[src/include/iq_dump_cfg.svh]
`ifndef IQ_DUMP_CFG_SVH
`define IQ_DUMP_CFG_SVH

// clocks per input bit on sig_i and sig_q
`define SAMPLE_DIV 4

// clocks per uart bit, kept small for short sims
`define BAUD_DIV 8

// capture buffer geometry
`define BUF_DEPTH 128
`define BUF_AW 7

`endif

[src/hw/iq_dump_pkg.sv]
package iq_dump_pkg;

    // one deserialized i/q pair
    typedef struct packed {
        logic [7:0] q;  // upper byte
        logic [7:0] i;  // lower byte
    } iq_sample_t;

    // buffer word, written as a sample and read back as two uart bytes
    typedef union packed {
        iq_sample_t      sample;  // write side view
        logic [1:0][7:0] bytes;   // [0] is i, [1] is q
    } iq_word_u;

endpackage

[src/hw/iq_sampler.sv]
`timescale 1ns/1ps
`include "iq_dump_cfg.svh"

module iq_sampler (
    input  logic                    clk,
    input  logic                    rst_n,
    input  logic                    clear,
    input  logic                    enable,
    input  logic                    sig_i,
    input  logic                    sig_q,
    output iq_dump_pkg::iq_sample_t sample,
    output logic                    sample_valid
);

    localparam int DW = ($clog2(`SAMPLE_DIV) < 1) ? 1 : $clog2(`SAMPLE_DIV);
    localparam logic [DW-1:0] DIV_LAST = DW'(`SAMPLE_DIV - 1);
    localparam logic [DW-1:0] DIV_MID  = DW'(`SAMPLE_DIV / 2);

    logic [DW-1:0] div_cnt;
    logic [2:0]    bit_cnt;
    logic [7:0]    i_sr;
    logic [7:0]    q_sr;
    logic          tick;

    assign tick = enable && (div_cnt == DIV_MID);  // middle of each input bit

    always_ff @(posedge clk or negedge rst_n) begin
        if (!rst_n) begin
            div_cnt <= '0;
        end else if (clear) begin
            div_cnt <= '0;  // realign to the source on re-arm
        end else if (enable) begin
            if (div_cnt == DIV_LAST) begin
                div_cnt <= '0;
            end else begin
                div_cnt <= div_cnt + 1'b1;
            end
        end
    end

    always_ff @(posedge clk or negedge rst_n) begin
        if (!rst_n) begin
            bit_cnt      <= '0;
            sample_valid <= 1'b0;
        end else if (clear) begin
            bit_cnt      <= '0;
            sample_valid <= 1'b0;
        end else begin
            sample_valid <= tick && (bit_cnt == 3'd7);
            if (tick) begin
                bit_cnt <= bit_cnt + 3'd1;  // wraps after a full byte
            end
        end
    end

    always_ff @(posedge clk) begin
        if (tick) begin
            i_sr <= {i_sr[6:0], sig_i};  // msb arrives first
            q_sr <= {q_sr[6:0], sig_q};
        end
    end

    assign sample = {q_sr, i_sr};

endmodule

[src/hw/capture_buffer.sv]
`timescale 1ns/1ps
`include "iq_dump_cfg.svh"

module capture_buffer (
    input  logic                    clk,
    input  logic                    rst_n,
    input  logic                    clear,
    input  iq_dump_pkg::iq_sample_t sample,
    input  logic                    sample_valid,
    output logic                    full,
    input  logic [`BUF_AW-1:0]      rd_addr,
    output iq_dump_pkg::iq_word_u   rd_data
);

    import iq_dump_pkg::*;

    localparam logic [`BUF_AW:0] PTR_END  = (`BUF_AW + 1)'(`BUF_DEPTH);
    localparam logic [`BUF_AW:0] PTR_LAST = (`BUF_AW + 1)'(`BUF_DEPTH - 1);

    iq_word_u         mem [`BUF_DEPTH];
    iq_word_u         wr_word;
    logic [`BUF_AW:0] wr_ptr;
    logic             wr_en;

    assign wr_en = sample_valid && (wr_ptr != PTR_END);  // one shot, stops when full

    always_comb begin
        wr_word.sample = sample;
    end

    always_ff @(posedge clk or negedge rst_n) begin
        if (!rst_n) begin
            wr_ptr <= '0;
            full   <= 1'b0;
        end else if (clear) begin
            wr_ptr <= '0;
            full   <= 1'b0;
        end else begin
            full <= wr_en && (wr_ptr == PTR_LAST);  // pulse on last word
            if (wr_en) begin
                wr_ptr <= wr_ptr + 1'b1;
            end
        end
    end

    always_ff @(posedge clk) begin
        if (wr_en) begin
            mem[wr_ptr[`BUF_AW-1:0]] <= wr_word;
        end
    end

    // read port runs every cycle
    always_ff @(posedge clk) begin
        rd_data <= mem[rd_addr];
    end

endmodule

[src/hw/dump_sequencer.sv]
`timescale 1ns/1ps
`include "iq_dump_cfg.svh"

module dump_sequencer (
    input  logic                  clk,
    input  logic                  rst_n,
    input  logic                  go,
    output logic [`BUF_AW-1:0]    rd_addr,
    input  iq_dump_pkg::iq_word_u rd_data,
    output byte                   tx_data,
    output logic                  tx_start,
    input  logic                  tx_busy,
    output logic                  done
);

    localparam logic [2:0] S_IDLE    = 3'd0;
    localparam logic [2:0] S_READ    = 3'd1;
    localparam logic [2:0] S_SEND_LO = 3'd2;
    localparam logic [2:0] S_SEND_HI = 3'd3;
    localparam logic [2:0] S_FINISH  = 3'd4;

    localparam logic [`BUF_AW-1:0] LAST_ADDR = `BUF_AW'(`BUF_DEPTH - 1);

    logic [2:0] state;
    logic       tx_free;
    logic       send_lo;
    logic       send_hi;

    // busy only rises the cycle after a start, so block on our own start too
    assign tx_free = !tx_busy && !tx_start;
    assign send_lo = (state == S_SEND_LO) && tx_free;
    assign send_hi = (state == S_SEND_HI) && tx_free;

    always_ff @(posedge clk or negedge rst_n) begin
        if (!rst_n) begin
            state    <= S_IDLE;
            rd_addr  <= '0;
            tx_start <= 1'b0;
            done     <= 1'b0;
        end else begin
            tx_start <= send_lo || send_hi;
            done     <= 1'b0;
            case (state)
                S_IDLE: begin
                    if (go) begin
                        rd_addr <= '0;
                        state   <= S_READ;
                    end
                end
                S_READ: state <= S_SEND_LO;  // one clock read latency
                S_SEND_LO: begin
                    if (send_lo) begin
                        state <= S_SEND_HI;
                    end
                end
                S_SEND_HI: begin
                    if (send_hi) begin
                        if (rd_addr == LAST_ADDR) begin
                            state <= S_FINISH;
                        end else begin
                            rd_addr <= rd_addr + 1'b1;  // next read overlaps this frame
                            state   <= S_SEND_LO;
                        end
                    end
                end
                S_FINISH: begin
                    if (tx_free) begin
                        done  <= 1'b1;  // last stop bit has ended
                        state <= S_IDLE;
                    end
                end
                default: state <= S_IDLE;
            endcase
        end
    end

    always_ff @(posedge clk) begin
        if (send_lo) begin
            tx_data <= rd_data.bytes[0];  // i byte
        end else if (send_hi) begin
            tx_data <= rd_data.bytes[1];  // q byte
        end
    end

endmodule

[src/hw/uart_tx.sv]
`timescale 1ns/1ps
`include "iq_dump_cfg.svh"

module uart_tx (
    input  logic clk,
    input  logic rst_n,
    input  byte  tx_data,
    input  logic tx_start,
    output logic tx_busy,
    output logic tx
);

    localparam int BW = ($clog2(`BAUD_DIV) < 1) ? 1 : $clog2(`BAUD_DIV);
    localparam logic [BW-1:0] BAUD_LAST = BW'(`BAUD_DIV - 1);

    logic [BW-1:0] baud_cnt;
    logic [3:0]    bit_idx;
    logic [9:0]    frame;  // stop, data lsb first, start
    logic          bit_end;

    assign bit_end = tx_busy && (baud_cnt == BAUD_LAST);

    always_ff @(posedge clk or negedge rst_n) begin
        if (!rst_n) begin
            tx_busy  <= 1'b0;
            baud_cnt <= '0;
            bit_idx  <= '0;
            frame    <= '1;  // line idles high
        end else if (!tx_busy) begin
            if (tx_start) begin
                frame    <= {1'b1, tx_data, 1'b0};
                tx_busy  <= 1'b1;
                baud_cnt <= '0;
                bit_idx  <= '0;
            end
        end else if (bit_end) begin
            baud_cnt <= '0;
            if (bit_idx == 4'd9) begin
                tx_busy <= 1'b0;  // end of stop bit, frame[0] stays high
            end else begin
                bit_idx <= bit_idx + 4'd1;
                frame   <= {1'b1, frame[9:1]};
            end
        end else begin
            baud_cnt <= baud_cnt + 1'b1;
        end
    end

    assign tx = frame[0];

endmodule

[src/hw/iq_dump_top.sv]
`timescale 1ns/1ps
`include "iq_dump_cfg.svh"

module iq_dump_top (
    input  logic clk,
    input  logic rst_n,
    input  logic start,
    input  logic sig_i,
    input  logic sig_q,
    output logic tx,
    output logic capturing,
    output logic dumping
);

    import iq_dump_pkg::*;

    localparam logic [1:0] MODE_IDLE    = 2'd0;
    localparam logic [1:0] MODE_CAPTURE = 2'd1;
    localparam logic [1:0] MODE_DUMP    = 2'd2;

    logic [1:0]         mode;
    logic               arm;
    logic               go;
    logic               done;
    logic               full;
    logic               sample_valid;
    logic               tx_start;
    logic               tx_busy;
    logic [`BUF_AW-1:0] rd_addr;
    iq_sample_t         sample;
    iq_word_u           rd_data;
    byte                tx_data;

    assign arm       = start && (mode == MODE_IDLE);  // start ignored while busy
    assign go        = full && (mode == MODE_CAPTURE);
    assign capturing = (mode == MODE_CAPTURE);
    assign dumping   = (mode == MODE_DUMP);

    always_ff @(posedge clk or negedge rst_n) begin
        if (!rst_n) begin
            mode <= MODE_IDLE;
        end else begin
            case (mode)
                MODE_IDLE:    if (arm)  mode <= MODE_CAPTURE;
                MODE_CAPTURE: if (full) mode <= MODE_DUMP;
                MODE_DUMP:    if (done) mode <= MODE_IDLE;
                default:      mode <= MODE_IDLE;
            endcase
        end
    end

    iq_sampler u_sampler (
        .clk(clk), .rst_n(rst_n), .clear(arm), .enable(capturing),
        .sig_i(sig_i), .sig_q(sig_q), .sample(sample), .sample_valid(sample_valid)
    );

    capture_buffer u_buffer (
        .clk(clk), .rst_n(rst_n), .clear(arm), .sample(sample),
        .sample_valid(sample_valid), .full(full), .rd_addr(rd_addr), .rd_data(rd_data)
    );

    dump_sequencer u_sequencer (
        .clk(clk), .rst_n(rst_n), .go(go), .rd_addr(rd_addr), .rd_data(rd_data),
        .tx_data(tx_data), .tx_start(tx_start), .tx_busy(tx_busy), .done(done)
    );

    uart_tx u_uart_tx (
        .clk(clk), .rst_n(rst_n), .tx_data(tx_data), .tx_start(tx_start),
        .tx_busy(tx_busy), .tx(tx)
    );

endmodule

[config.mk]
export PLATFORM = sky130hd
export DESIGN_NAME = iq_dump_top
export DESIGN_NICKNAME = d
export VERILOG_FILES = /design/src/hw/iq_dump_pkg.sv /design/src/hw/iq_sampler.sv /design/src/hw/capture_buffer.sv /design/src/hw/dump_sequencer.sv /design/src/hw/uart_tx.sv /design/src/hw/iq_dump_top.sv
export VERILOG_INCLUDE_DIRS = /design/src /design/src/include
export SDC_FILE = /design/constraint.sdc
export NUM_CORES = 2
export LEC_CHECK = 0
export BUFFER_PORTS_ARGS = -buffer_cell sky130_fd_sc_hd__clkbuf_2
export CAP_MARGIN = 10
export CORE_MARGIN = 5
export CORE_UTILIZATION = 30
export CTS_CLUSTER_DIAMETER = 40
export DETAILED_ROUTE_END_ITERATION = 7
export HOLD_SLACK_MARGIN = 0.05
export PLACE_DENSITY = 0.41
export SKIP_LAST_GASP = 1
export SYNTH_ARGS = -nofsm -noshare
export SYNTH_HDL_FRONTEND = slang
export SYNTH_SLANG_ARGS = --single-unit
[constraint.sdc]
create_clock -name clk -period 3 [get_ports clk]
set_input_delay 0.45 -clock clk [delete_from_list [all_inputs] [get_ports clk]]
set_output_delay 0.45 -clock clk [all_outputs]
set_load 0.01 [all_outputs]
==> reports/results.ini <==
[cells_and_area]
stdcell_area_um2=103100
final_util_pct=37.39
fin_cells=8693
nets=4706
area_growth_pct=24.31
multi_input_area_um2=17890
seq_area_um2=63720
n_fill_cell=25440
drive_above_1_share_pct=31.64

[setup_path]
crit_chain=buf_4 > buf_12 > buf_4 > mux4_2 > o21ai_0 > a211oi_1 > buf_4 > o32a_1
crit_path_end_kind=flip-flop
slowest_stage=mux4_2
worst-path-max-fanout=20
path_common_cell=buf_4
criticalPathCategory=reg2reg
cp.arrival_ps=3840
required_ps=3730
worst_setup_path_start_kind=flip-flop
max_stage_delay_ps=660
critPathLaunch=u_sequencer.rd_addr[0]
critPathTopFamily=compound AO/OA/AOI/OAI gates
r2r_start=u_sequencer.rd_addr[0]
cp.buffers_inverters=4

[yosys]
yosys.cell_types.count=66
synth_nets=4069
yosys_most_used_dff=edfxtp_1
synth.area.mux_share_pct=15.00
ys_async_sr_fraction_pct=2.156
ys_warn_count=0
ys_seq_area_share_pct=76.81
synth_top_family_by_area=multiplexers
synth_compound_area_share_pct=3.768
synthAdderAreaFrac_pct=0.1659
ys_seq_elements=2134
syn_inst=4053
synth_xor_area_share_pct=0.1373
yosys.area_share.simple_pct=1.991
avgSynthCellArea_um2=20.46
synth-edff-count=2072
synth_area_um2=82940

[sta]
rsz0062_at_grt=true
hold_viol=0
min_period_ps=3102
fin_crit_sh_pct=103.4
fin_skew_ps=53.13
whs_ps=173.3
finalMaxSlewViolations=0
fmaxAchievable_mhz=322.3
worst_pin_slew_ps=1172
slew_headroom_pct=21.52
fin_ws_ps=-102.3
setup_viol=1
fin_tns_setup_ps=-102.3

[power]
power_mw=95.61
pwr-share-comb_pct=20.2
intPower_mw=68.72
p_per_area_nw_per_um2=927.4
pwr-share-clk_pct=42.0
leakagePower_nw=33.75
netSwitchingFraction_pct=28.13
peakVddDrop_mv=0.5317
seq_power_share_pct=37.8
power.switching_mw=26.89

[clock_network]
h-tree-depth=5
clk_pin_slew_ps=50
cts_buffers=349
cts_sinks=2134
cts_root_buf=clkbuf_16
clk_path_buf_depth=4
cts_tree=built
clk_latency_ps=870

[routing]
drt_first_iter_violations=3892
wl_per_cell_um=29.24
drt-total-wl_um=254200
detail-route-antenna-nets=0
drt-pass1-iter-count=5
dr_total_vias=42790
via_per_inst=4.923
drc=0

[min_path]
holdCritStartpoint=start
hold_path_class=in2reg

[placed_design]
dp_cells=8036
dpl_cell_area_um2=91040
portBuffers=7
preCtsSetupSlack_ps=-492.0
globalplace.congestion=0.7922
hpwl_um=152900

[outcome]
violations=negative setup slack
status=complete, but fails checks

[grt]
track_usage_pct=17.28
overflow=0
grt_pass1_wl_um=352400
grt_pass1_vias=43320
grt_max_degree=130
antenna_found_initial=17

[floorplanning]
initial_core_util_pct=30.07
dieWidth_um=535.8
dieArea_um2=287100
pin_count=8
coreArea_um2=275800
die_h_um=535.8
rows=193

[flow_run]
max_cap_violations=0

registers in the layout (all words and copies together), names as in the netlist:
signal and cells:
u_sampler.i_sr 8, u_sampler.div_cnt 2, u_uart_tx.tx_busy 1, u_sequencer.state 3, u_uart_tx.frame 9, u_buffer.wr_ptr 8, u_buffer.mem 2048, u_buffer.rd_data 16
u_sequencer.tx_start 1, u_sampler.q_sr 8, u_sequencer.done 1, u_uart_tx.baud_cnt 3, u_sequencer.tx_data 8, u_sequencer.rd_addr 7, u_uart_tx.bit_idx 4, mode 2
u_sampler.sample_valid 1, u_buffer.full 1, u_sampler.bit_cnt 3
cell usage in the layout, fill, tap and decap left out, types with 7 or more instances in the layout:
master	n
xor2_1	9
mux4_1	30
a21oi_1	118
buf_4	419
clkinvlp_4	43
dfxtp_1	16
inv_6	53
inv_8	8
diode_2	10
ha_1	11
bufinv_16	41
o21ai_0	59
a31oi_1	21
clkinv_2	34
mux4_2	316
mux2i_1	433
o21ai_1	14
nor2_2	91
dfrtp_1	31
o211ai_1	15
a211oi_1	18
clkinv_4	35
edfxtp_1	2072
nor2_1	98
dfstp_2	9
nand2_1	113
o22ai_1	28
buf_12	83
clkbuf_2	7
inv_1	9
a221oi_2	9
mux2_2	15
clkbuf_16	353
clkbuf_1	26
clkinv_1	40
a41oi_1	7
o221ai_1	26
a22oi_1	63
a221oi_1	41
nand3_1	33
path summary, 6_finish.rpt:
path                                        end  slack [ps]  cells past startpoint
max                        u_buffer.rd_data[11]        -100                      8
min                        u_sampler.bit_cnt[0]         170                      4
max reg2reg                u_buffer.rd_data[11]        -100                      8
min reg2reg                  u_uart_tx.frame[0]         460                      2
max in group asynchronous    u_uart_tx.frame[0]        2010                      3
min in group asynchronous               mode[1]         230                      2
cells by family after synthesis:
group / count (synthesis)
compound gates: 464
mux: 797
flops: 2134
simple gates: 392
buf+inv: 242
fa+ha+maj: 11
xor+xnor: 13
Yosys cell counts (9+ instances only):
| library cell | n | area (um^2) |
|---|---|---|
| ha_1 | 11 | 137.6 |
| xor2_1 | 9 | 78.83 |
| mux2_2 | 15 | 168.9 |
| buf_4 | 18 | 135.1 |
| mux2i_1 | 436 | 4364 |
| o21ai_1 | 9 | 45.04 |
| buf_1 | 14 | 52.55 |
| o221ai_1 | 28 | 245.2 |
| buf_8 | 18 | 270.3 |
| a22oi_1 | 68 | 510.5 |
| buf_12 | 14 | 280.3 |
| nor2b_1 | 9 | 56.30 |
| o22ai_1 | 30 | 187.7 |
| dfxtp_1 | 16 | 320.3 |
| nand3_1 | 37 | 185.2 |
| dfrtp_1 | 37 | 925.9 |
| nand2_1 | 115 | 431.7 |
| nor2_1 | 190 | 713.2 |
| buf_2 | 68 | 340.3 |
| dfstp_2 | 9 | 236.5 |
| inv_1 | 10 | 37.54 |
| o211ai_1 | 15 | 112.6 |
| clkbuf_1 | 64 | 240.2 |
| o21ai_0 | 65 | 325.3 |
| edfxtp_1 | 2072 | 62220 |
| buf_6 | 26 | 292.8 |
| mux4_2 | 316 | 7117 |
| mux4_1 | 30 | 788.3 |
| a21oi_1 | 118 | 590.6 |
| a31oi_1 | 21 | 131.4 |
| a211oi_1 | 21 | 157.7 |
| a221oi_1 | 44 | 385.4 |
power by group through the flow:
| stage | logic [mW] | clock network, mW | registers [mW] |
|---|---|---|---|
| floorplan | 10.2 | 0 | 37.9 |
| global placement | 19.4 | 0 | 36.7 |
| detailed placement | 19.5 | 0 | 36.7 |
| CTS | 19.7 | 41.0 | 36.1 |
| global route | 20.6 | 42.4 | 36.1 |
| finish | 19.3 | 40.1 | 36.1 |
cell type report:
| type | count | share of cell area (%) |
|---|---|---|
| Sequential cell | 2134 | 61.80 |
| Multi-Input combinational cell | 1677 | 17.35 |
| Clock buffer | 378 | 8.638 |
| Timing Repair Buffer | 518 | 4.856 |
| Tap cell | 3705 | 4.496 |
| Clock inverter | 261 | 2.785 |
| Inverter | 10 | 0.04369 |
| Antenna cell | 10 | 0.02427 |
metal layers:
| layer | part of all wire [%] | GRT usage [%] | vias to the layer above |
|---|---|---|---|
| li1 | - | - | 18210 |
| met1 | 45 | 24.84 | 23110 |
| met2 | 47 | 27.60 | 1159 |
| met3 | 5.4 | 2.928 | 311 |
| met4 | 2.0 | 3.749 | 0 |
| met5 | 0 | 0 | - |
worst register-to-register path: stages, from the launching register on:
cell	delay (ps)
dfrtp_4	450
buf_4	140
buf_12	180
buf_4	360
mux4_2	660
o21ai_0	480
a211oi_1	300
buf_4	240
o32a_1	170
repair_timing:
action                     4_1_cts  5_1_grt
setup endpoints to repair       14       10
setup buffers                    4        0
pin swaps                        0        1
gates cloned                     0        1
resized for setup               23       16
hold endpoints to repair        24        0
hold buffers                     3        0
Note: power is estimated with default switching activity, not from simulation.
